File: src/hsid_pkg.sv
package hsid_pkg;

  localparam int WORD_WIDTH       = 32;   // Input word, two samples
  localparam int DATA_WIDTH       = 16;   // One band sample
  localparam int ACC_WIDTH        = 48;   // Error sum over all bands
  localparam int HSI_BANDS_MAX    = 255;  // Largest band count
  localparam int ELEMENTS_MAX     = 128;  // Words in the longest vector
  localparam int BUFFER_LENGTH    = 4;    // Reference FIFO depth
  localparam int LIBRARY_SIZE_MAX = 4095; // Largest library

  typedef logic [WORD_WIDTH-1:0]   word_t;   // Packed sample pair
  typedef logic [DATA_WIDTH-1:0]   sample_t; // Unsigned band sample
  typedef logic [2*DATA_WIDTH-1:0] square_t; // Squared difference
  typedef logic [ACC_WIDTH-1:0]    acc_t;    // Running error sum

  typedef logic [$clog2(HSI_BANDS_MAX+1)-1:0]    bands_t;         // Band count
  typedef logic [$clog2(ELEMENTS_MAX+1)-1:0]     element_count_t; // Words within a vector
  typedef logic [$clog2(LIBRARY_SIZE_MAX+1)-1:0] lib_ref_t;       // Library index or size

  // Top-level control sequence
  typedef enum logic [2:0] {
    IDLE,         // Waiting for start
    READ_MEASURE, // Measured pixel into its FIFO
    COMPUTE_MSE,  // Library streaming through
    WAIT_RESULTS, // Last divisions draining
    FINISH        // One-cycle done
  } hsid_state_t;

  // One error value tagged with its library index
  typedef struct packed {
    word_t    value;    // Mean squared error
    lib_ref_t vctr_ref; // Library index
  } mse_result_t;

  // Best and worst match seen so far
  typedef struct packed {
    mse_result_t min; // Smallest error
    mse_result_t max; // Largest error
  } mse_extremes_t;

endpackage

File: src/hsid_fifo.sv
`timescale 1ns/10ps

module hsid_fifo #(
  parameter int DEPTH = hsid_pkg::BUFFER_LENGTH // Entries, in words
) (
  input  logic                     clk,
  input  logic                     reset,
  input  logic                     clear,                 // Drops all contents
  input  logic                     loop_en,               // Read word goes back to the tail
  input  logic                     wr_en,
  input  logic                     rd_en,
  input  hsid_pkg::word_t          data_in,
  input  hsid_pkg::element_count_t almost_full_threshold, // Fill level for almost_full
  output hsid_pkg::word_t          data_out,              // Registered read word
  output logic                     full,
  output logic                     almost_full,
  output logic                     empty
);

  hsid_pkg::word_t          mem [DEPTH];          // Circular storage
  logic [$clog2(DEPTH)-1:0] wr_ptr;               // Tail
  logic [$clog2(DEPTH)-1:0] rd_ptr;               // Head
  hsid_pkg::element_count_t count;                // Fill level
  logic                     do_read;
  logic                     do_loop;
  logic                     do_write;
  hsid_pkg::word_t          wr_word;

  assign do_read  = rd_en && !empty;
  assign do_loop  = loop_en && do_read;           // Recirculate, level unchanged
  assign do_write = do_loop || (wr_en && !full);
  assign wr_word  = do_loop ? mem[rd_ptr] : data_in;

  assign full        = count == hsid_pkg::element_count_t'(DEPTH);
  assign empty       = count == '0;
  assign almost_full = count >= almost_full_threshold;

  always_ff @(posedge clk) begin
    if (reset || clear) begin
      wr_ptr <= '0;
      rd_ptr <= '0;
      count  <= '0;
    end else begin
      if (do_write) wr_ptr <= (int'(wr_ptr) == DEPTH - 1) ? '0 : wr_ptr + 1'b1; // Wrap at end
      if (do_read) rd_ptr <= (int'(rd_ptr) == DEPTH - 1) ? '0 : rd_ptr + 1'b1;
      if (do_write && !do_read) count <= count + 1'b1;
      else if (do_read && !do_write) count <= count - 1'b1;
    end
  end

  always_ff @(posedge clk) begin
    if (do_write) mem[wr_ptr] <= wr_word;
    if (do_read) data_out <= mem[rd_ptr];        // Valid the cycle after the read
  end

endmodule

File: config.mk
export PLATFORM = sky130hd
export DESIGN_NAME = hsid_fifo
export DESIGN_NICKNAME = d
export VERILOG_FILES = /design/src/hsid_pkg.sv /design/src/hsid_fifo.sv
export SDC_FILE = /design/constraint.sdc
export NUM_CORES = 1
export LEC_CHECK = 0
export BUFFER_PORTS_ARGS = -buffer_cell sky130_fd_sc_hd__buf_2
export CAP_MARGIN = 20
export CORE_MARGIN = 1.5
export CORE_UTILIZATION = 45
export CTS_BUF_LIST = sky130_fd_sc_hd__clkbuf_4 sky130_fd_sc_hd__clkbuf_8
export CTS_CLUSTER_DIAMETER = 80
export DETAILED_ROUTE_END_ITERATION = 7
export REMOVE_ABC_BUFFERS = 1
export SYNTH_ARGS = -nofsm -noshare
export SYNTH_HDL_FRONTEND = slang
export SYNTH_SLANG_ARGS = --single-unit
File: constraint.sdc
create_clock -name clk -period 3.2 [get_ports clk]
set_input_delay 0.48 -clock clk [delete_from_list [all_inputs] [get_ports clk]]
set_output_delay 0.48 -clock clk [all_outputs]
set_load 0.02 [all_outputs]
; ---- Word level (Yosys, flattened, before mapping)
; Memories as Yosys holds them, arrays and structs flattened. A register that Yosys moved wholly into a read port is not among the register bits.
; Cells that the tools add are included.
[totals]
in_bits = 46
ram_bits = 128
reg_bits = 44
mem_count = 1
elab_cells = 35
[mem_list]
columns = memory, words, width, read_ports, rd_clocked_by_memory_dff, write_ports, line_no
row1 = mem, 4, 32, 1, 1, 1, hsid_fifo.sv:20  ; hsid_pkg::word_t mem [DEPTH];
[classes]
n_reduce_logical = 13
add_sub_neg = 4
n_eq_ne = 3
magnitude_cmp = 1
mux = 9
[op_table]
columns = operator, count
row1 = 32-bit two-way mux, 1
row2 = 8-bit two-way mux, 2
row3 = "8-bit by 1-bit adder with 8-bit output, second input constant", 1
row4 = "8-bit by 3-bit equality test with 1-bit output, second input constant", 1
row5 = 8-bit >= comparator, 1
row6 = 8-bit logical NOT, 1
row7 = 2-bit two-way mux, 4
row8 = "8-bit by 1-bit subtractor with 8-bit output, second input constant", 1
row9 = 1-bit logical AND, 5
row10 = "2-bit by 1-bit adder with 2-bit output, second input constant", 2
row11 = "2-bit by 1-bit equality test with 1-bit output, second input constant", 2
row12 = 1-bit logical NOT, 4
row13 = 1-bit logical OR, 2
row14 = 1-bit two-way mux, 2
row15 = 2-bit nonzero test, 1

; ---- Depth between registers and ports, before layout
[depth]
word_depth = 9
depth_mapped = 12
mapped_depth_nobuf = 12

; ---- Worst setup path before layout
; Ideal clock, no wire load.
[synth_path]
path_type = register to register
start = register count[3]
end = register count[5]
setup_slack_ns = 0.210
path_buffers = 0
stages_incl_launch_ff = 13
setup_time_ns = 0.122
synth_period_minus_slack_ns = 2.990
arrival_time_ns = 2.868
cell_sequence = dfxtp_1 -> nor3_1 -> and3_1 -> o2bb2ai_2 -> inv_1 -> ha_1 -> inv_1 -> ha_1 -> a211oi_1 -> o21bai_1 -> a21oi_1 -> nor4_1 -> a311o_1
[synth_rtl]
columns = element, line_no
row1 = from (decl), hsid_fifo.sv:23  ; hsid_pkg::element_count_t count;
row2 = from (signal assigned), hsid_fifo.sv:46  ; if (do_write && !do_read) count <= count + 1'b1;
row3 = from (signal assigned), hsid_fifo.sv:47  ; else if (do_read && !do_write) count <= count - 1'b1;
row4 = 8-bit by 3-bit equality test with 1-bit output (*), hsid_fifo.sv:34  ; assign full = count == hsid_pkg::element_count_t'(DEPTH);
row5 = via full, hsid_fifo.sv:15  ; output logic full,
row6 = 1-bit logical NOT (*), hsid_fifo.sv:31  ; assign do_write = do_loop || (wr_en && !full);
row7 = 1-bit logical AND (*), hsid_fifo.sv:31
row8 = 1-bit logical OR (*), hsid_fifo.sv:31
row9 = via do_write, hsid_fifo.sv:26  ; logic do_write;
row10 = 1-bit logical NOT, hsid_fifo.sv:47
row11 = 1-bit logical AND, hsid_fifo.sv:47
row12 = 2-bit nonzero test (no source line), n/a
; Mark *: on every way through the listed nets, which the timed path passes. The rest lies on a longest branch. The select of a mux whose other input is x is not followed.
; A chain may end at the register's enable or synchronous reset.

; ---- Worst setup path in the final report
[layout_path]
start = register count[7]
end = register count[5]
[layout_between]
elab_chain_cells = 8
[layout_lines]
columns = element, line_no
row1 = 8-bit logical NOT, hsid_fifo.sv:35  ; assign empty = count == '0;
row2 = 1-bit logical NOT, hsid_fifo.sv:29  ; assign do_read = rd_en && !empty;
row3 = 1-bit logical AND, hsid_fifo.sv:29
row4 = 1-bit logical AND, hsid_fifo.sv:30  ; assign do_loop = loop_en && do_read;
row5 = 1-bit logical OR (*), hsid_fifo.sv:31
row6 = via do_write, hsid_fifo.sv:26
row7 = 1-bit logical NOT, hsid_fifo.sv:47
row8 = 1-bit logical AND, hsid_fifo.sv:47
row9 = 2-bit nonzero test (no source line), n/a
; Mark *: on every way through the listed nets, which the timed path passes. The rest lies on a longest branch.

==> flow_summary_export.csv <==
group,metric,value,unit
die,die_x,130,um
synthesis,synth_compound_area_share,2.97,%
grt,grt_pass1_vias,3715,
clocking,cts.path.max_buffers,2,
die,dieArea,0.0168,mm2
cells_and_area,num_antenna_cells,0,
clocking,cts.clk_slew.worst_paths,90,ps
clocking,cts_tree,"built",
worst_setup_path,endpoint_kind,"register",
timing,drv_slew,0,
timing,fin_crit_sh,91.6,%
synthesis,synthCells,366,
synthesis,avgSynthCellArea,19.7,um2
cells_and_area,nets,527,
cells_and_area,seq_area,0.00509,mm2
synthesis,synth-xor-area-share,0.486,%
timing,max_freq,341,MHz
flow_run,drv_cap,0,
worst_setup_path,path_class,"register to register",
worst_setup_path,crit_slowest_cell,"dfxtp_1",
worst_setup_path,start_kind,"register",
worst_setup_path,crit_fanout,7,
timing,worst_slack,269,ps
routing,drt-initial-drc-count,179,
pwr,p_leak,2.96,nW
cells_and_area,area_growth,14.7,%
grt,grt_first_pass_wirelength,20200,um
die,core,0.0158,mm2
grt,grt_max_degree,33,
placed_design,routabilityCongestion,0.806,
synthesis,yosys.area_share.simple,3.19,%
synthesis,yosysWarningCount,0,
routing,vias,3615,
die,initial_utilization,45.7,%
timing,final.setup.tns,0,ps
clocking,root_buffer,"clkbuf_8",
routing,ant_nets,0,
routing,drc,0,
synthesis,synth_area_leader_cell,"edfxtp_1",
clocking,cts.sinks,174,
die,ios,81,
synthesis,synth_top_family_by_area,"multiplexers",
die,fp-row-count,46,
synthesis,synth_area_leaders,"edfxtp_1, mux4_1, mux4_2",
clocking,hold_buffers,0,
synthesis,netlist_area,0.00721,mm2
timing,min_period,2930,ps
status,outcome,"finished clean",
grt,overflow,0,
timing,maxSlewHeadroom,36.5,%
timing,rsz0062_at_grt,"no",
worst_setup_path,critPathArrivalTime,3280,ps
cells_and_area,fillers,1345,
worst_setup_path,crit_family,"compound AO/OA/AOI/OAI gates",
timing,fin_skew,12.8,ps
pwr,vdd_drop_max,0.491,mV
synthesis,synth.area.mux_share,17.0,%
placed_design,hpwl,7870,um
timing,hold_viol,0,
worst_setup_path,cp_num_buf_inv,2,
synthesis,synth_cell_types,42,
synthesis,netlist.area_leader.share,66.7,%
routing,drt_first_pass_iters,4,
worst_setup_path,required,3550,ps
worst_setup_path,worstPathCellList,"nor4_4, and3_4, o2bb2ai_2, inv_1, ha_2, inv_2, ha_1, a211oi_2, o21bai_1, a21oi_1, nor4_1, a311o_1",
pwr,power_density,938,mW/mm2
clocking,worstSkewPairLatency,450,ps
cells_and_area,post_route_cells_drive_above_1_share,36.6,%
placed_design,place_ws,51.8,ps
grt,grt_antenna_before_repair,0,
clocking,h-tree-depth,4,
placed_design,portBuffers,80,
worst_setup_path,critPathMaxStageDelay,370,ps
cells_and_area,multi_input_area,0.00199,mm2
synthesis,synth_fa_ha_area_share,3.75,%
timing,setup_viol,0,
routing,drt-total-wl,13100,um
grt,gr-usage-all-layers,16.8,%
routing,wl_per_cell,19.0,um
synthesis,seq_area_frac_synth,70.5,%
timing,worstMarginPinSlew,953,ps
hold_path,hp-class,"input port to register",
die,die_y,130,um
routing,viasPerCell,5.25,
clocking,numCtsBuffers,17,
synthesis,synth-seq-cells,174,
==> kinds of logic after synthesis <==
group,Yosys count
fa+ha+maj,21
compound gates,30
flops,174
buf+inv,26
xor+xnor,4
simple gates,41
mux,70
==> Yosys cell counts, drive strengths merged <==
| library cell | instances |
|---|---|
| and2 | 5 |
| nor3b | 1 |
| inv | 14 |
| o2bb2ai | 1 |
| nor2 | 8 |
| buf | 10 |
| a21o | 7 |
| and3 | 1 |
| nor4b | 1 |
| or3 | 2 |
| clkbuf | 2 |
| ha | 20 |
| a31oi | 1 |
| o21ai | 7 |
| xnor2 | 1 |
| nand3b | 1 |
| nand3 | 2 |
| a21oi | 9 |
| edfxtp | 160 |
| nand2b | 1 |
| mux2 | 32 |
| and4b | 1 |
| a311o | 1 |
| mux4 | 32 |
| a211oi | 2 |
| o21bai | 1 |
| a32oi | 1 |
| dfxtp | 14 |
| nor4 | 2 |
| nor3 | 6 |
| or2 | 1 |
| nand4 | 1 |
| nand2 | 8 |
| fa | 1 |
| mux2i | 6 |
| xor2 | 3 |
==> where the power goes <==
| group | switching (mW) | total, mW | internal, mW |
|---|---|---|---|
| Sequential | 0.200 | 3.49 | 3.29 |
| Clock | 0.745 | 1.58 | 0.831 |
| Combinational | 1.59 | 2.68 | 1.09 |
| Total | 2.54 | 7.75 | 5.21 |
==> tightest hold or removal path, stage by stage <==
cell and delay, ps:
buf_2 80, nor2_1 70, and2_1 140
==> layout by cell type, fill, tap and decap left out, types with 3 or more instances in the layout <==
cell / netlist / final
clkbuf_8: 0 / 17
and2_2: 0 / 4
mux2_2: 27 / 27
inv_1: 14 / 13
nor2_1: 8 / 8
buf_2: 0 / 80
nor3_1: 6 / 6
mux4_2: 14 / 14
ha_1: 20 / 19
buf_4: 0 / 7
nand2_1: 8 / 8
a21oi_1: 9 / 9
bufinv_16: 0 / 4
mux2i_1: 6 / 6
clkinv_1: 0 / 6
mux4_1: 18 / 18
o21ai_0: 6 / 5
xor2_1: 3 / 3
dfxtp_1: 14 / 12
edfxtp_1: 160 / 160
a21o_1: 7 / 7
mux2_4: 4 / 4
==> layout make-up <==
cell class / instances / share of cell area, %
Inverter: 14 / 0.636
Timing Repair Buffer: 87 / 5.48
Multi-Input combinational cell: 166 / 24.1
Sequential cell: 174 / 61.6
Clock buffer: 17 / 2.83
Clock inverter: 15 / 2.13
Tap cell: 216 / 3.27
==> what timing repair did <==
action                                 in CTS  in global routing
setup endpoints to repair                   0                  3
gates resized for setup                     0                  5
setup buffers                               0                  0
endpoints found under the hold margin       0                  0
==> path summary, 6_finish.rpt <==
path                            depth (start not counted)  endpoint  slack [ps]      start
worst max-delay path                                   12  count[5]         270   count[7]
worst min-delay path                                    3  count[3]         370      reset
worst max register to register                         12  count[5]         270   count[7]
worst min register to register                          2  register         530  rd_ptr[0]
==> metal layers <==
metal	vias up	GRT usage, %	part of all wire (%)
li1	1669	-	-
met1	1842	22.2	44
met2	91	27.1	49
met3	13	3.80	4.7
met4	0	6.67	1.5
met5	-	0	0
==> registers in the layout (all words and copies together), names as in the netlist, named ones only <==
| register | flops |
|---|---|
| count | 8 |
| data_out | 32 |
| mem | 128 |
| wr_ptr | 2 |
| rd_ptr | 2 |
==> per-stage QoR <==
step	hold WS [ps]	util, %	cell area [um2]	power, mW	instances
floorplan	463	-	7110	5.37	354
global placement	503	49.7	7840	6.16	657
detailed placement	514	49.7	7840	6.23	657
CTS	327	52.3	8250	7.81	689
global route	338	52.4	8260	8.23	689
finish	369	52.4	8260	7.75	689
(Power assumes the default switching activity.)
