### src/hsid_pkg.sv
package hsid_pkg;

  localparam int WORD_WIDTH       = 32;   // Input word, two samples
  localparam int DATA_WIDTH       = 16;   // One band sample
  localparam int ACC_WIDTH        = 48;   // Error sum over all bands
  localparam int HSI_BANDS_MAX    = 255;  // Largest band count
  localparam int ELEMENTS_MAX     = 128;  // Words in the longest vector
  localparam int BUFFER_LENGTH    = 4;    // Reference FIFO depth
  localparam int LIBRARY_SIZE_MAX = 4095; // Largest library

  typedef logic [WORD_WIDTH-1:0]   word_t;   // Packed sample pair
  typedef logic [DATA_WIDTH-1:0]   sample_t; // Unsigned band sample
  typedef logic [2*DATA_WIDTH-1:0] square_t; // Squared difference
  typedef logic [ACC_WIDTH-1:0]    acc_t;    // Running error sum

  typedef logic [$clog2(HSI_BANDS_MAX+1)-1:0]    bands_t;         // Band count
  typedef logic [$clog2(ELEMENTS_MAX+1)-1:0]     element_count_t; // Words within a vector
  typedef logic [$clog2(LIBRARY_SIZE_MAX+1)-1:0] lib_ref_t;       // Library index or size

  // Top-level control sequence
  typedef enum logic [2:0] {
    IDLE,         // Waiting for start
    READ_MEASURE, // Measured pixel into its FIFO
    COMPUTE_MSE,  // Library streaming through
    WAIT_RESULTS, // Last divisions draining
    FINISH        // One-cycle done
  } hsid_state_t;

  // One error value tagged with its library index
  typedef struct packed {
    word_t    value;    // Mean squared error
    lib_ref_t vctr_ref; // Library index
  } mse_result_t;

  // Best and worst match seen so far
  typedef struct packed {
    mse_result_t min; // Smallest error
    mse_result_t max; // Largest error
  } mse_extremes_t;

endpackage

### src/hsid_mse.sv
`timescale 1ns/10ps

module hsid_mse (
  input  logic                  clk,
  input  logic                  reset,
  input  logic                  element_valid,
  input  logic                  element_start, // First word of a vector
  input  logic                  element_last,  // Last word of a vector
  input  hsid_pkg::bands_t      hsi_bands,     // Held for the whole run
  input  hsid_pkg::lib_ref_t    vctr_ref,
  input  hsid_pkg::word_t       element_a,     // Measured word
  input  hsid_pkg::word_t       element_b,     // Reference word
  output logic                  mse_valid,
  output hsid_pkg::mse_result_t mse
);

  hsid_pkg::sample_t a_lo, a_hi, b_lo, b_hi;
  hsid_pkg::sample_t diff_lo, diff_hi;
  hsid_pkg::square_t sq_lo, sq_hi;
  hsid_pkg::acc_t    sum;                        // Partial sum of the current vector
  hsid_pkg::acc_t    sum_next;
  logic              mask_hi;
  logic              div_busy;
  logic              div_last;
  logic [$clog2(hsid_pkg::ACC_WIDTH)-1:0] div_cnt; // Quotient bit counter
  hsid_pkg::acc_t    div_quo, div_quo_next;      // Dividend in, quotient out
  hsid_pkg::bands_t  div_rem, div_rem_next;      // Partial remainder
  hsid_pkg::bands_t  div_divisor;
  hsid_pkg::lib_ref_t div_ref;
  logic [$bits(hsid_pkg::bands_t):0] rem_shift, rem_diff;

  assign a_lo = element_a[hsid_pkg::DATA_WIDTH-1:0];
  assign a_hi = element_a[hsid_pkg::WORD_WIDTH-1:hsid_pkg::DATA_WIDTH];
  assign b_lo = element_b[hsid_pkg::DATA_WIDTH-1:0];
  assign b_hi = element_b[hsid_pkg::WORD_WIDTH-1:hsid_pkg::DATA_WIDTH];
  assign diff_lo = (a_lo > b_lo) ? a_lo - b_lo : b_lo - a_lo; // Unsigned distance
  assign diff_hi = (a_hi > b_hi) ? a_hi - b_hi : b_hi - a_hi;
  assign sq_lo   = diff_lo * diff_lo;
  assign sq_hi   = diff_hi * diff_hi;
  assign mask_hi = element_last && hsi_bands[0];  // Odd count has no upper band
  assign sum_next = (element_start ? '0 : sum) + hsid_pkg::acc_t'(sq_lo) +
                    (mask_hi ? '0 : hsid_pkg::acc_t'(sq_hi));

  // Restoring division step, one quotient bit per cycle
  assign rem_shift = {div_rem, div_quo[hsid_pkg::ACC_WIDTH-1]};
  assign rem_diff  = rem_shift - {1'b0, div_divisor};
  assign div_last  = div_busy && int'(div_cnt) == hsid_pkg::ACC_WIDTH - 1;

  always_comb begin
    div_quo_next = {div_quo[hsid_pkg::ACC_WIDTH-2:0], rem_shift >= {1'b0, div_divisor}};
    div_rem_next = (rem_shift >= {1'b0, div_divisor}) ?
                   hsid_pkg::bands_t'(rem_diff) : hsid_pkg::bands_t'(rem_shift);
  end

  always_ff @(posedge clk) begin
    if (reset) begin
      div_busy  <= 1'b0;
      div_cnt   <= '0;
      mse_valid <= 1'b0;
    end else begin
      mse_valid <= div_last;                     // 48 cycles after the load
      if (element_valid && element_last) begin
        div_busy <= 1'b1;
        div_cnt  <= '0;
      end else if (div_busy) begin
        div_cnt  <= div_cnt + 1'b1;
        if (div_last) div_busy <= 1'b0;
      end
    end
  end

  always_ff @(posedge clk) begin
    if (element_valid) sum <= sum_next;
    if (element_valid && element_last) begin   // Hand off, next vector restarts the sum
      div_quo     <= sum_next;
      div_rem     <= '0;
      div_divisor <= hsi_bands;
      div_ref     <= vctr_ref;
    end else if (div_busy) begin
      div_quo <= div_quo_next;
      div_rem <= div_rem_next;
    end
    if (div_last) begin
      mse.value    <= (|div_quo_next[hsid_pkg::ACC_WIDTH-1:hsid_pkg::WORD_WIDTH]) ?
                      '1 : div_quo_next[hsid_pkg::WORD_WIDTH-1:0]; // Saturate to 32 bits
      mse.vctr_ref <= div_ref;
    end
  end

endmodule

### config.mk
export PLATFORM = sky130hd
export DESIGN_NAME = hsid_mse
export DESIGN_NICKNAME = d
export VERILOG_FILES = /design/src/hsid_pkg.sv /design/src/hsid_mse.sv
export SDC_FILE = /design/constraint.sdc
export NUM_CORES = 2
export LEC_CHECK = 0
export ABC_AREA = 0
export BUFFER_PORTS_ARGS = -buffer_cell sky130_fd_sc_hd__clkbuf_2
export CORE_UTILIZATION = 40
export CTS_BUF_LIST = sky130_fd_sc_hd__clkbuf_8
export CTS_CLUSTER_DIAMETER = 40
export DETAILED_ROUTE_END_ITERATION = 6
export PLACE_DENSITY = 0.67
export SYNTH_ARGS = -nofsm -noshare
export SYNTH_HDL_FRONTEND = slang
export SYNTH_SLANG_ARGS = --single-unit
export TNS_END_PERCENT = 100
### constraint.sdc
create_clock -name clk -period 14.97 [get_ports clk]
set_input_delay 0.7485 -clock clk [delete_from_list [all_inputs] [get_ports clk]]
set_output_delay 0.7485 -clock clk [all_outputs]
set_load 0.01 [all_outputs]
== Yosys cells after proc, flatten, opt, wreduce, memory -nomap -nowiden ==
Index checks and enable logic that the tools add are counted.
Word-level totals
  register bits: 176
  latch bits: 0
  memory bits (writable): 0
  memory bits (read-only): 0
  input port bits: 89
  output and inout bits: 45
  logic and storage cells: 40
  memories: 0
Cells by class
  add/sub/neg operators: 8
  $mul: 2
  divide/modulo/power cells: 0
  $lt $le $gt $ge: 3
  eq/ne operators: 1
  shift-type cells: 0
  multiplexer cells: 10
  bitwise logic cells: 0
  reductions and logical operators: 6
Operator list (number)
  2-to-1 mux 48 bit: 3
  adder 48 x 32 -> 48 bit: 2
  multiplier 16 x 16 -> 32 bit: 2
  subtractor 16 bit: 4
  greater-than comparator 16 bit: 2
  2-to-1 mux 16 bit: 2
  2-to-1 mux 32 bit: 1
  OR reduction 16 bit: 1
  >= comparator 9 x 8 -> 1 bit: 1
  2-to-1 mux 8 bit: 1
  subtractor 8 bit: 1
  adder 6 x 1 -> 6 bit, second input constant: 1
  equality test 6 bit, second input constant: 1
  logical AND 1 bit: 3
  2-to-1 mux 1 bit: 3
  nonzero test 2 bit: 1
  OR reduction 2 bit: 1

== Longest topological paths before layout ==
  depth in word-level cells: 6
  depth in mapped cells: 58
  depth with buffers taken out: 54

== Worst setup path after synthesis ==
No wires, ideal clock.
  path kind: input to register
  start: input element_a[24]
  end: register div_quo[38] (data pin)
  setup time: 0.260 ns
  data arrival time: 12.419 ns
  required time: 14.710 ns
  path slack: 2.292 ns
  cell stages on the path: 49
  path buffers: 2
  cell sequence: inv_1 ha_1 buf_2 and3_1 and3_1 a31oi_1 o21ai_2 a21oi_4 buf_6 mux2i_1 xor2_2 nor2_1 fa_1 inv_1 fa_1 inv_1 fa_1 inv_1 [... 13 more ...] fa_1 inv_1 fa_1 inv_1 fa_1 fa_1 fa_1 inv_1 ha_1 and2_0 nor2b_1 o211ai_1 a211o_1 a21oi_1 o211ai_2 a21oi_1 mux2_2 mux2_2
On the way
  longest elaborated chain between the ends: 6
  elaborated cells between the ends (all ways): 8
  classes of those cells: add/sub: 3; mul: 1; order compare: 1; mux: 3
RTL lines
  from (decl): line hsid_mse.sv:11  | input hsid_pkg::word_t element_a,
  subtractor 16 bit or greater-than comparator 16 bit (tied branches): line hsid_mse.sv:37  | assign diff_hi = (a_hi > b_hi) ? a_hi - b_hi : b_hi - a_hi;
  2-to-1 mux 16 bit *: line hsid_mse.sv:37
  multiplier 16 x 16 -> 32 bit *: line hsid_mse.sv:39  | assign sq_hi = diff_hi * diff_hi;
  2-to-1 mux 32 bit *: line hsid_mse.sv:42  | (mask_hi ? '0 : hsid_pkg::acc_t'(sq_hi));
  adder 48 x 32 -> 48 bit *: line hsid_mse.sv:41  | assign sum_next = (element_start ? '0 : sum) + hsid_pkg::acc_t'(sq_lo) +
  net sum_next[38]: line hsid_mse.sv:21  | hsid_pkg::acc_t sum_next;
  2-to-1 mux 48 bit *: line hsid_mse.sv:74  | if (element_valid && element_last) begin
  to (signal assigned): line hsid_mse.sv:75  | div_quo <= sum_next;
  to (signal assigned): line hsid_mse.sv:80  | div_quo <= div_quo_next;
  to (decl): line hsid_mse.sv:26  | hsid_pkg::acc_t div_quo, div_quo_next;
Mark *: on every way through the listed nets, which the timed path passes. The rest lies on a longest branch.
A chain may end at the register's enable or synchronous reset.

== Worst setup path in the final report ==
  start: input element_a[24]
  end: register div_quo[44] (data pin)
The elaborated chain is that of the path after synthesis.

==> results by group <==
Timing
  – Slew Viols, Final: 0
  – Tcrit/Tclk final: 93.2%
  – Worst slew pin tran: 1090 ps
  – Final Hold Vio Count: 0
  – Final WS setup: 1020 ps
  – Skew final: 30.5 ps
  – Final setup violating endpoints: 0
  – RSZ-0062 raised after global routing: false
  – Setup TNS: 0 ps
  – Slew margin rel.: 27.1%
  – Min Tclk post-route: 13950 ps
  – Achievable Freq: 71.7 MHz

Worst setup path
  – Reg2reg setup slack: 8990 ps
  – Critical Path RT: 15180 ps
  – Worst R2R Path Depth: 19
  – R2R Path Start: sum[8]$_DFFE_PP_
  – Slowest stage delay, CP: 580 ps
  – Most common cell on crit path: fa_1
  – Worst Path Arrival: 14150 ps
  – CP endpoint kind: register
  – Critical Path Source Type: input pin
  – Slowest stage cell, crit path: xor2_2
  – Reg2reg end: div_quo[47]$_DFFE_PP_
  – CP Class: in2reg
  – Maximum fanout along the worst path: 17

Synthesis
  – Async SR Flop Fraction: 0%
  – Top_reg_cell synth: edfxtp_1
  – Distinct cells, synth: 80
  – Mapped Cells: 2834
  – EDFF count, synth: 160
  – Yosys reg bits: 176
  – Cell Area, Synth: 27100 um2
  – Register area share after synthesis: 18.9%
  – Synth warn: 0
  – Syn_nets: 3612
  – Mapped Avg Cell Area: 9.55 um2

CTS
  – Clock transition at path regs: 110 ps
  – H-tree depth: 4
  – Worst skew pair latency: 470 ps
  – # clock sinks: 176
  – Num CTS Buffers: 17
  – Root buffer cell: clkbuf_8
  – Max Root-Sink Buffers: 2
  – Post-CTS setup buffer count: 0
  – CTS tree: yes

Floorplanning
  – Core ar.: 67000 um2
  – Die area: 68700 um2
  – Die height: 262 um
  – Top-level I/O count: 134
  – Initial Util: 40.4%
  – Die X: 262 um
  – FP Rows: 95

Final layout
  – Area Growth Syn to Fin: 7.74%
  – Antenna cells: 0
  – Fraction of layout cells with a size suffix above 1: 12.1%
  – Layout Nets: 3717
  – Fin util: 43.5%

Route
  – First-pass detailed-route iteration total: 5
  – DRT Wirelength: 59800 um
  – Via density: 4.96
  – DRC Markers: 0
  – Vias: 18977
  – Starting DRC count in detailed routing: 1227
  – Antenna Nets Post-Route: 0
  – Routed WL per cell: 15.6 um

GRT
  – GR Layer Usage met1: 25.5%
  – GR Util met2: 31.2%
  – Initial antenna violation count: 0
  – Number of global-route vias before repair: 19787
  – Met3 Resource Use GR: 1.46%
  – Most crowded layer after global routing: met2
  – Pin count of the biggest net entering global routing: 55
  – First-pass GRT wire length: 101000 um
  – Total grt overflow: 0
  – Total track usage: 18.3%

Place
  – IO Port Bufs: 133
  – Post-DP HPWL: 50000 um
  – Pre-CTS setup slack: 508 ps
  – RePlAce Congestion: 0.888

Min path
  – Hold Path Sink: mse[4]$_DFFE_PP_
  – Min-Delay Path Depth: 0
  – Hold Path Class: reg2reg
  – Hold wc startpoint: div_ref[4]$_DFFE_PP_

Status
  – Outcome: finished, final reports clean

Flow run
  – Maxcap violations: 0
## state kept, by name (all words and copies together) (netlist names)
signal and flops:
sum 48, mse 44, mse_valid 1, div_cnt 6
div_quo 48, div_ref 12, div_divisor 8, div_rem 8
div_busy 1
## worst max-delay path by stage
stage	start	end	slack (ps)
2_1_floorplan	element_a[24]	div_quo[38]$_DFFE_PP_	2290
3_3_place_gp	element_a[24]	div_quo[44]$_DFFE_PP_	600
3_5_place_dp	element_a[24]	div_quo[44]$_DFFE_PP_	510
4_1_cts	element_a[24]	div_quo[44]$_DFFE_PP_	900
5_1_grt	element_a[25]	div_quo[44]$_DFFE_PP_	0.9
6_report	element_a[24]	div_quo[44]$_DFFE_PP_	1020
## kinds of logic (layout without fill, tap and decap cells)
group | Yosys count | after routing | share of synthesized area (%)
adder cells (fa/ha/maj) | 689 | 689 | 42.7
XOR/XNOR | 111 | 111 | 3.87
buffers and inverters | 750 | 868 | 10.7
flip-flops | 176 | 176 | 18.9
multiplexers | 68 | 68 | 2.80
AND/OR/NAND/NOR | 656 | 656 | 11.7
AO/OA/AOI/OAI | 384 | 384 | 9.38
## cell usage after synthesis, types with 8 or more instances
cell type / instances / share of area, %
a211oi_1: 16 / 0.44
a21o_1: 82 / 2.3
a21oi_1: 120 / 2.2
a31oi_1: 17 / 0.39
and2_1: 8 / 0.18
and3_1: 22 / 0.51
buf_2: 36 / 0.67
clkbuf_1: 40 / 0.55
dfxtp_1: 16 / 1.2
edfxtp_1: 160 / 18
fa_1: 391 / 29
ha_1: 298 / 14
inv_1: 655 / 9.1
inv_2: 12 / 0.17
mux2_2: 46 / 1.9
mux2i_1: 17 / 0.63
nand2_1: 161 / 2.2
nand2b_1: 64 / 1.5
nand3_1: 17 / 0.31
nand4_1: 17 / 0.39
nor2_1: 219 / 3.0
nor2b_1: 48 / 1.1
nor3_1: 12 / 0.22
o211ai_1: 8 / 0.22
o21a_1: 15 / 0.42
o21ai_0: 45 / 0.83
o21bai_1: 14 / 0.39
or2_2: 49 / 1.1
or3_1: 8 / 0.18
xnor2_1: 59 / 1.9
xor2_1: 42 / 1.4
## critical path: cells and delay by family
family                     cells  cell delay [ps]
AOI/OAI and AO/OA             16             3380
buffers and inverters          8              680
muxes                          2              610
and+or+nand+nor                6             1370
adders and majority gates     14             6570
xor gates and xnor gates       2              770
## metal layers
metal | share of wire [%] | routed length (um)
met3 | 3.5 | 2100
met5 | 0 | 0
met4 | 1.7 | 1050
met1 | 46 | 27500
met2 | 49 | 29100
## repair_timing
| action | CTS | global route |
|---|---|---|
| hold buffers | 0 | 0 |
| setup endpoints to repair | 0 | 1 |
| gates resized for setup | 0 | 1 |
| hold endpoints to repair | 0 | 0 |
## through the flow
| stage | instance area (um2) | std cells | hold WS, ps |
|---|---|---|---|
| 3_3_place_gp | 28800 | 3793 | 401 |
| 2_1_floorplan | 27100 | 2834 | 400 |
| 3_5_place_dp | 28800 | 3793 | 405 |
| 6_report | 29200 | 3825 | 431 |
| 4_1_cts | 29200 | 3825 | 415 |
| 5_1_grt | 29200 | 3825 | 412 |
## final cells by class
| class | count | area (um2) |
|---|---|---|
| well taps | 873 | 1090 |
| clock inverters | 15 | 170 |
| repair buffers | 168 | 928 |
| inverters | 668 | 2510 |
| clock buffers | 17 | 234 |
| fillers | 6509 | 37900 |
| multi-input cells | 1908 | 19100 |
| flip-flops and latches | 176 | 5120 |
## cells in the final DEF, fill, tap and decap left out, types with 15 or more instances in the layout
cell        n
o21a_1     15
o21ai_0    45
inv_1     654
ha_1      298
nor2b_1    48
xnor2_1    56
nand2_1   161
clkbuf_2  133
edfxtp_1  160
a21oi_1   120
nand2b_1   63
nand3_1    17
a31oi_1    17
a21o_1     82
fa_1      391
a211oi_1   16
xor2_1     40
nand4_1    17
mux2_2     46
buf_4      35
and3_1     21
dfxtp_1    16
mux2i_1    17
nor2_1    219
or2_2      49
clkbuf_8   17
Power is not shown: default switching activity piles up to over one toggle a cycle in this logic, so the estimate is an artifact.
