==> config.mk <==
export PLATFORM = sky130hd
export DESIGN_NAME = hsid_main_fsm
export DESIGN_NICKNAME = d
export VERILOG_FILES = /design/src/hsid_pkg.sv /design/src/hsid_main_fsm.sv
export SDC_FILE = /design/constraint.sdc
export NUM_CORES = 1
export LEC_CHECK = 0
export ABC_AREA = 1
export BUFFER_PORTS_ARGS = -buffer_cell sky130_fd_sc_hd__buf_4
export CORE_ASPECT_RATIO = 0.7
export CORE_MARGIN = 2
export CORE_UTILIZATION = 60
export DETAILED_ROUTE_END_ITERATION = 10
export GPL_TIMING_DRIVEN = 0
export PLACE_DENSITY = 0.86
export SKIP_CTS_REPAIR_TIMING = 1
export SYNTH_ARGS = -nofsm -noshare
export SYNTH_HDL_FRONTEND = slang
export SYNTH_SLANG_ARGS = --single-unit
==> constraint.sdc <==
create_clock -name clk -period 3.3 [get_ports clk]
set_input_delay 0.165 -clock clk [delete_from_list [all_inputs] [get_ports clk]]
set_output_delay 0.165 -clock clk [all_outputs]
set_load 0.05 [all_outputs]
==> src/hsid_pkg.sv <==
package hsid_pkg;

  localparam int WORD_WIDTH       = 32;   // Input word, two samples
  localparam int DATA_WIDTH       = 16;   // One band sample
  localparam int ACC_WIDTH        = 48;   // Error sum over all bands
  localparam int HSI_BANDS_MAX    = 255;  // Largest band count
  localparam int ELEMENTS_MAX     = 128;  // Words in the longest vector
  localparam int BUFFER_LENGTH    = 4;    // Reference FIFO depth
  localparam int LIBRARY_SIZE_MAX = 4095; // Largest library

  typedef logic [WORD_WIDTH-1:0]   word_t;   // Packed sample pair
  typedef logic [DATA_WIDTH-1:0]   sample_t; // Unsigned band sample
  typedef logic [2*DATA_WIDTH-1:0] square_t; // Squared difference
  typedef logic [ACC_WIDTH-1:0]    acc_t;    // Running error sum

  typedef logic [$clog2(HSI_BANDS_MAX+1)-1:0]    bands_t;         // Band count
  typedef logic [$clog2(ELEMENTS_MAX+1)-1:0]     element_count_t; // Words within a vector
  typedef logic [$clog2(LIBRARY_SIZE_MAX+1)-1:0] lib_ref_t;       // Library index or size

  // Top-level control sequence
  typedef enum logic [2:0] {
    IDLE,         // Waiting for start
    READ_MEASURE, // Measured pixel into its FIFO
    COMPUTE_MSE,  // Library streaming through
    WAIT_RESULTS, // Last divisions draining
    FINISH        // One-cycle done
  } hsid_state_t;

  // One error value tagged with its library index
  typedef struct packed {
    word_t    value;    // Mean squared error
    lib_ref_t vctr_ref; // Library index
  } mse_result_t;

  // Best and worst match seen so far
  typedef struct packed {
    mse_result_t min; // Smallest error
    mse_result_t max; // Largest error
  } mse_extremes_t;

endpackage

==> src/hsid_main_fsm.sv <==
`timescale 1ns/10ps

module hsid_main_fsm #(
  parameter int HSI_BANDS_LIMIT = hsid_pkg::HSI_BANDS_MAX // Band count ceiling
) (
  input  logic                  clk,
  input  logic                  reset,
  input  logic                  start,
  input  hsid_pkg::bands_t      hsi_bands,
  input  hsid_pkg::lib_ref_t    library_size,
  input  logic                  hsi_vctr_in_valid,
  input  logic                  measure_almost_full,
  input  logic                  ref_empty,
  input  logic                  ref_full,
  input  logic                  compare_valid,     // One per finished reference
  output hsid_pkg::hsid_state_t state,
  output logic                  measure_wr_en,
  output logic                  ref_wr_en,
  output logic                  both_rd_en,        // Common read of both FIFOs
  output logic                  element_valid,     // Aligned with FIFO data
  output logic                  element_start,
  output logic                  element_last,
  output hsid_pkg::lib_ref_t    vctr_ref,
  output logic                  ready,
  output logic                  idle,
  output logic                  done
);

  hsid_pkg::bands_t         bands_r;                   // Sampled at start
  hsid_pkg::lib_ref_t       lib_size_r;
  hsid_pkg::element_count_t element_threshold;         // Words per vector
  hsid_pkg::element_count_t elem_last_idx;
  hsid_pkg::element_count_t in_word_cnt;               // Word position on the input side
  hsid_pkg::lib_ref_t       in_vctr_cnt;               // References taken
  logic                     in_done;                   // Whole library taken
  hsid_pkg::element_count_t rd_word_cnt;               // Word position on the read side
  hsid_pkg::lib_ref_t       rd_vctr_cnt;               // References issued
  hsid_pkg::lib_ref_t       res_cnt;                   // Results received
  logic                     take;
  logic                     in_word_last;
  logic                     rd_word_last;

  assign element_threshold = hsid_pkg::element_count_t'(({1'b0, bands_r} + 9'd1) >> 1);
  assign elem_last_idx     = element_threshold - hsid_pkg::element_count_t'(1);

  assign idle  = state == hsid_pkg::IDLE;
  assign done  = state == hsid_pkg::FINISH;
  assign ready = (state == hsid_pkg::READ_MEASURE) ||
                 (state == hsid_pkg::COMPUTE_MSE && !ref_full && !in_done);
  assign take  = hsi_vctr_in_valid && ready;

  assign in_word_last  = in_word_cnt == elem_last_idx;
  assign rd_word_last  = rd_word_cnt == elem_last_idx;
  assign measure_wr_en = take && state == hsid_pkg::READ_MEASURE && !measure_almost_full;
  assign ref_wr_en     = take && state == hsid_pkg::COMPUTE_MSE;
  // Last word of a vector waits until the previous division has reported
  assign both_rd_en    = state == hsid_pkg::COMPUTE_MSE && !ref_empty &&
                         (!rd_word_last || res_cnt == rd_vctr_cnt);

  always_ff @(posedge clk) begin
    if (reset) begin
      state         <= hsid_pkg::IDLE;
      in_word_cnt   <= '0;
      in_vctr_cnt   <= '0;
      in_done       <= 1'b0;
      rd_word_cnt   <= '0;
      rd_vctr_cnt   <= '0;
      res_cnt       <= '0;
      element_valid <= 1'b0;
      element_start <= 1'b0;
      element_last  <= 1'b0;
    end else begin
      element_valid <= both_rd_en;
      element_start <= both_rd_en && rd_word_cnt == '0;
      element_last  <= both_rd_en && rd_word_last;
      if (compare_valid) res_cnt <= res_cnt + 1'b1;
      case (state)
        hsid_pkg::IDLE: if (start) begin
          in_word_cnt <= '0;
          in_vctr_cnt <= '0;
          in_done     <= 1'b0;
          rd_word_cnt <= '0;
          rd_vctr_cnt <= '0;
          res_cnt     <= '0;
          state       <= hsid_pkg::READ_MEASURE;
        end
        hsid_pkg::READ_MEASURE: if (take) begin
          in_word_cnt <= in_word_last ? '0 : in_word_cnt + 1'b1;
          if (in_word_last) state <= hsid_pkg::COMPUTE_MSE; // Measured pixel complete
        end
        hsid_pkg::COMPUTE_MSE: begin
          if (take) begin
            in_word_cnt <= in_word_last ? '0 : in_word_cnt + 1'b1;
            if (in_word_last) in_vctr_cnt <= in_vctr_cnt + 1'b1;
            if (in_word_last && in_vctr_cnt == lib_size_r - 1'b1) in_done <= 1'b1;
          end
          if (both_rd_en) begin
            rd_word_cnt <= rd_word_last ? '0 : rd_word_cnt + 1'b1;
            if (rd_word_last) rd_vctr_cnt <= rd_vctr_cnt + 1'b1;
            if (rd_word_last && rd_vctr_cnt == lib_size_r - 1'b1) begin
              state <= hsid_pkg::WAIT_RESULTS;            // Every reference word read
            end
          end
        end
        hsid_pkg::WAIT_RESULTS: if (res_cnt == lib_size_r) state <= hsid_pkg::FINISH;
        hsid_pkg::FINISH: state <= hsid_pkg::IDLE;
        default: state <= hsid_pkg::IDLE;
      endcase
    end
  end

  always_ff @(posedge clk) begin
    if (idle && start) begin
      bands_r    <= (int'(hsi_bands) > HSI_BANDS_LIMIT) ?
                    hsid_pkg::bands_t'(HSI_BANDS_LIMIT) : hsi_bands;
      lib_size_r <= library_size;
    end
    if (both_rd_en) vctr_ref <= rd_vctr_cnt;          // Travels with element_valid
  end

endmodule

Word-level counts from Yosys, hierarchy flattened
Cells that the tools add are included.

Output and inout port bits: 24. Bits in registers: 91.

Multiplexer cells: 28. $add $sub $neg: 8. Reduce and logical (&&, ||, !) cells: 31. Equality and inequality tests: 21.

Operator list (count): 12-bit 2-to-1 mux (8); 12-bit == test (4); 12-bit case mux with 2 select lines (2); 8-bit 2-to-1 mux (5); 12-bit by 1-bit adder with 12-bit output (second input constant) (3); 8-bit case mux with 2 select lines (2); 3-bit 2-to-1 mux (6); 8-bit by 1-bit adder with 8-bit output (second input constant) (2); 8-bit == test (2); 2-bit != test (second input constant) (8); 1-bit logical AND (13); 3-bit case mux with 4 select lines (1); 4-bit AND reduction (3); 12-bit by 1-bit subtractor with 12-bit output (second input constant) (1); 8-bit by 1-bit adder with 9-bit output (second input constant) (1); 8-bit logical NOT (1); 8-bit by 1-bit subtractor with 8-bit output (second input constant) (1); 3-bit by 2-bit == test with 1-bit output (second input constant) (2); 2-bit by 1-bit != test with 1-bit output (second input constant) (3); 3-bit AND reduction (2); 6-bit AND reduction (1); 1-bit logical NOT (5); 2-bit nonzero test (2); 3-bit by 1-bit == test with 1-bit output (second input constant) (1); other kinds (6) (9).

Depth between registers and ports, before layout
Word-level depth: 8. Mapped depth: 21.

Worst setup path after synthesis
No wires, ideal clock.

Path type: register to register. Start point: register state[2]. End point: register in_word_cnt[5]. Required time: 3214 ps. Arrival time: 3572 ps. Period minus slack after synthesis: 3657 ps. Setup time: 86 ps. Stages on the path, launching flop included: 11. Setup slack: -357 ps. Path through: dfxtp_1 -> nor2_1 -> inv_1 -> nor2_1 -> inv_1 -> nor2_1 -> inv_1 -> nand2_1 -> buf_1 -> o21ai_0 -> a211oi_1.

Elaborated cells between the ends (all ways): 13. Classes of those cells: eq/ne: 4; mux: 1; reduce/logical: 8.

RTL lines: from (decl) (RTL line hsid_main_fsm.sv:16) `output hsid_pkg::hsid_state_t state,`; from (signal assigned) (RTL line hsid_main_fsm.sv:62) `state <= hsid_pkg::IDLE;`; from (signal assigned) (RTL line hsid_main_fsm.sv:85) `state <= hsid_pkg::READ_MEASURE;`; from (signal assigned) (RTL line hsid_main_fsm.sv:89) `if (in_word_last) state <= hsid_pkg::COMPUTE_MSE;`; 3-bit logical NOT (*); net idle (RTL line hsid_main_fsm.sv:25) `output logic idle,`; 2-bit != test (no line) or 2-bit nonzero test (tied branches); 3-bit AND reduction (no line); to (signal assigned) (RTL line hsid_main_fsm.sv:88) `in_word_cnt <= in_word_last ? '0 : in_word_cnt + 1'b1;`; to (signal assigned) (RTL line hsid_main_fsm.sv:93) `in_word_cnt <= in_word_last ? '0 : in_word_cnt + 1'b1;`; to (decl) (RTL line hsid_main_fsm.sv:33) `hsid_pkg::element_count_t in_word_cnt;`.

The timed path passes the listed nets; every way through them passes the cells marked *. A chain may end at the register's enable or synchronous reset.

Final worst setup path
Start point: register bands_r[1]. End point: output both_rd_en.

Cells in the longest elaborated chain, start to end: 6.

RTL lines: from (decl) (RTL line hsid_main_fsm.sv:29) `hsid_pkg::bands_t bands_r;`; from (signal assigned) (RTL line hsid_main_fsm.sv:114) `bands_r <= (int'(hsi_bands) > HSI_BANDS_LIMIT) ?`; 8-bit by 1-bit adder with 9-bit output (RTL line hsid_main_fsm.sv:43) `assign element_threshold = hsid_pkg::element_count_t'(({1'b0, bands_r} + 9'd1) >> 1);`; 8-bit by 1-bit subtractor with 8-bit output (RTL line hsid_main_fsm.sv:44) `assign elem_last_idx = element_threshold - hsid_pkg::element_count_t'(1);`; 8-bit == test (RTL line hsid_main_fsm.sv:53) `assign rd_word_last = rd_word_cnt == elem_last_idx;`; 1-bit logical NOT (RTL line hsid_main_fsm.sv:58) `(!rd_word_last || res_cnt == rd_vctr_cnt);`; 1-bit logical OR (RTL line hsid_main_fsm.sv:58); 1-bit logical AND (RTL line hsid_main_fsm.sv:57) `assign both_rd_en = state == hsid_pkg::COMPUTE_MSE && !ref_empty &&`; to (decl) (RTL line hsid_main_fsm.sv:19) `output logic both_rd_en,`.

No other way between the ends.

==> flow_metrics.tcl <==
set metrics [dict create \
    status "finished, violations left" \
    failed_checks "negative hold slack" \
    drc 0 \
    dr_wl_met2_mm 6.482 \
    synth_area_um2 5729 \
    num_vias 5925 \
    dieWidth_um 120.8 \
    grt_pass1_vias 5151 \
    coreArea_um2 9180 \
    grt_util_all_layers 0.3056 \
    cts_buffers 9 \
    critPathLaunch "bands_r[1]$_DFFE_PP_" \
    p_per_area_nw_per_um2 735.4 \
    avgSynthCellArea_um2 7.047 \
    dp_slack_ns 0.1719 \
    firstDrtPassIters 5 \
    root_buffer "clkbuf_16" \
    clock_sinks 91 \
    grt_max_degree 22 \
    r2r_cells 21 \
    crit_path_end_kind "output port" \
    cts_tree "done" \
    place_congestion 0.9348 \
    fin_nets 936 \
    rsz0062_at_grt "yes" \
    setup_violations 0 \
    hpwl_mm 11.65 \
    p_comb_frac 0.446 \
    hold_start "library_size[11]" \
    reg2reg_to "state[0]$_SDFFE_PP0P_" \
    arrival_ns 3.12 \
    final_util 0.7438 \
    met1_length_mm 6.973 \
    hold_depth 1 \
    holdPathEnd "lib_size_r[11]$_DFFE_PP_" \
    clock.fmax_ghz 0.3041 \
    wirelength_mm 15.54 \
    fin_crit_ns 3.288 \
    switchingPower_mw 2.270 \
    clock_skew_ns 0.007670 \
    ys_types 43 \
    critPathMaxFanout 8 \
    p_seq_frac 0.346 \
    ys_warn_count 0 \
    timing.rr.start "lib_size_r[0]$_DFFE_PP_" \
    htree_num_levels 3 \
    drt_first_iter_violations 608 \
    dieArea_um2 10360 \
    ant_nets 0 \
    p_sw_frac 0.4520 \
    clockPowerShare 0.208 \
    seq_area_frac_synth 0.3739 \
    leakagePower_nw 2.837 \
    rrSetupSlack_ns 0.27 \
    whs_ns -0.0004067 \
    syn-num-nets 850 \
    fillers 680 \
    clock_path_buffers 2 \
    max-vdd-ir-drop_uv 582.5 \
    worst_slack_ns 0.01155 \
    die_h_um 85.76 \
    antennaDiodeCount 0 \
    cap_violations 0 \
    wire_per_inst_um 15.12 \
    worstMarginPinSlew_ns 0.6463 \
    io_buffers 50 \
    placementRows 29 \
    drive_gt1_frac 0.1327 \
    met3_length_mm 1.850 \
    start_util 0.6241 \
    viasPerCell 5.764 \
    cp-start-kind "flip-flop" \
    hp-class "input port to flip-flop" \
    drv_slew 0 \
    cp.required_ns 3.13 \
    worst-setup-path-type "flip-flop to output port" \
    grt-ovfl-total 0 \
    layout_common_cells "nand2_1, inv_1, nand3_1" \
    final_common_cell "nand2_1" \
    p_int_mw 2.752 \
    routed.top_layer "met4" \
    path_clk_slew_ns 0.07 \
    io_pins 52 \
    final-hold-violation-count 1 \
    syn_inst 813 \
    grt_first_pass_wirelength_mm 24.81 \
    syn2layout_area_growth_pct 19.17 \
    relSlewSlack 0.5681 \
    antenna_found_initial 0 \
    ys_ff_latch 91 \
    clk-insertion-delay-late_ns 0.35 \
    fin_crit_sh 0.9965 \
]
==> registers in the layout, indices dropped and copies added (netlist names), 8 cells and up <==
register,cells
rd_word_cnt,8
rd_vctr_cnt,12
bands_r,8
res_cnt,12
in_vctr_cnt,12
in_word_cnt,8
lib_size_r,12
vctr_ref,12
==> power by group through the flow <==
| stage | clock network (mW) | logic (mW) | registers, mW |
|---|---|---|---|
| floorplan | 0 | 1.49 | 1.76 |
| global placement | 0 | 2.04 | 1.73 |
| detailed placement | 0 | 2.10 | 1.74 |
| CTS | 1.06 | 2.12 | 1.72 |
| global route | 1.10 | 2.46 | 1.77 |
| finish | 1.04 | 2.24 | 1.74 |
==> per-stage QoR <==
stage	cells	TNS [ns]	area (µm²)	total power, mW
final	1028	0	6828	5.021
after global routing	1028	-0.1457	6828	5.323
after CTS	1003	-0.1526	6564	4.905
after detailed placement	987	0	6262	3.841
after global placement	987	0	6262	3.775
after floorplan	813	0	5732	3.256
==> layer usage <==
layer | vias up | GRT usage
met4 | 0 | 0.08140
li1 | 2848 | -
met5 | - | 0
met3 | 22 | 0.05319
met1 | 2724 | 0.4637
met2 | 331 | 0.4499
==> cell type report <==
| cell class | instances | area [µm²] | area share |
|---|---|---|---|
| flip-flops and latches | 91 | 2142 | 0.3137 |
| multi-input cells | 599 | 3139 | 0.4598 |
| plain buffers | 20 | 91.34 | 0.01338 |
| clock buffers | 9 | 225.2 | 0.03299 |
| well taps | 124 | 155.1 | 0.02272 |
| clock inverters | 7 | 76.32 | 0.01118 |
| repair buffers | 75 | 608.1 | 0.08906 |
| inverters | 103 | 390.4 | 0.05717 |
==> worst max-delay path by stage <==
| stage | end | depth (start not counted) |
|---|---|---|
| after floorplan | in_word_cnt[5]$_SDFFE_PP0P_ | 10 |
| after global placement | both_rd_en | 13 |
| after detailed placement | in_word_cnt[5]$_SDFFE_PP0P_ | 10 |
| after CTS | both_rd_en | 13 |
| after global routing | both_rd_en | 13 |
| final | both_rd_en | 13 |
==> worst max-delay path: stages, from the launching register on <==
cell and delay (ns):
edfxtp_1 0.45, ha_4 0.33, inv_1 0.10, ha_1 0.38
xnor2_1 0.15, a21oi_1 0.19, nand2_1 0.08, nor2_1 0.11
nand3_2 0.12, nor2_4 0.15, nand4_2 0.14, nand2_4 0.16
clkinvlp_4 0.18, buf_4 0.23
==> cell usage after synthesis (all sizes together) <==
master,n,area [µm²]
nor3,24,130.1
o31ai,1,12.51
and3,1,6.260
nand3,92,470.5
xnor2,5,43.79
nor2,99,437.9
buf,5,35.03
a21oi,45,225.2
nand2,204,822.0
xor2,39,349.1
or2,1,6.260
o211ai,1,7.510
clkbuf,15,56.30
nand4,15,100.1
edfxtp,32,960.9
o21ai,34,170.2
nor3b,3,27.52
o21a,2,15.01
o21bai,1,7.510
nor4,7,43.79
inv,103,386.6
o2111ai,1,8.760
dfxtp,59,1181
a221oi,1,8.760
a31oi,1,6.260
nand3b,4,30.03
a211oi,9,67.56
ha,9,112.6
==> kinds of logic after synthesis <==
| logic type | synth area share |
|---|---|
| AND/OR/NAND/NOR | 0.3621 |
| adder cells (fa/ha/maj) | 0.01966 |
| flip-flops | 0.3739 |
| buffers and inverters | 0.08342 |
| XOR/XNOR | 0.06857 |
| AO/OA/AOI/OAI | 0.09238 |
Note: power is estimated with default switching activity, not from simulation.
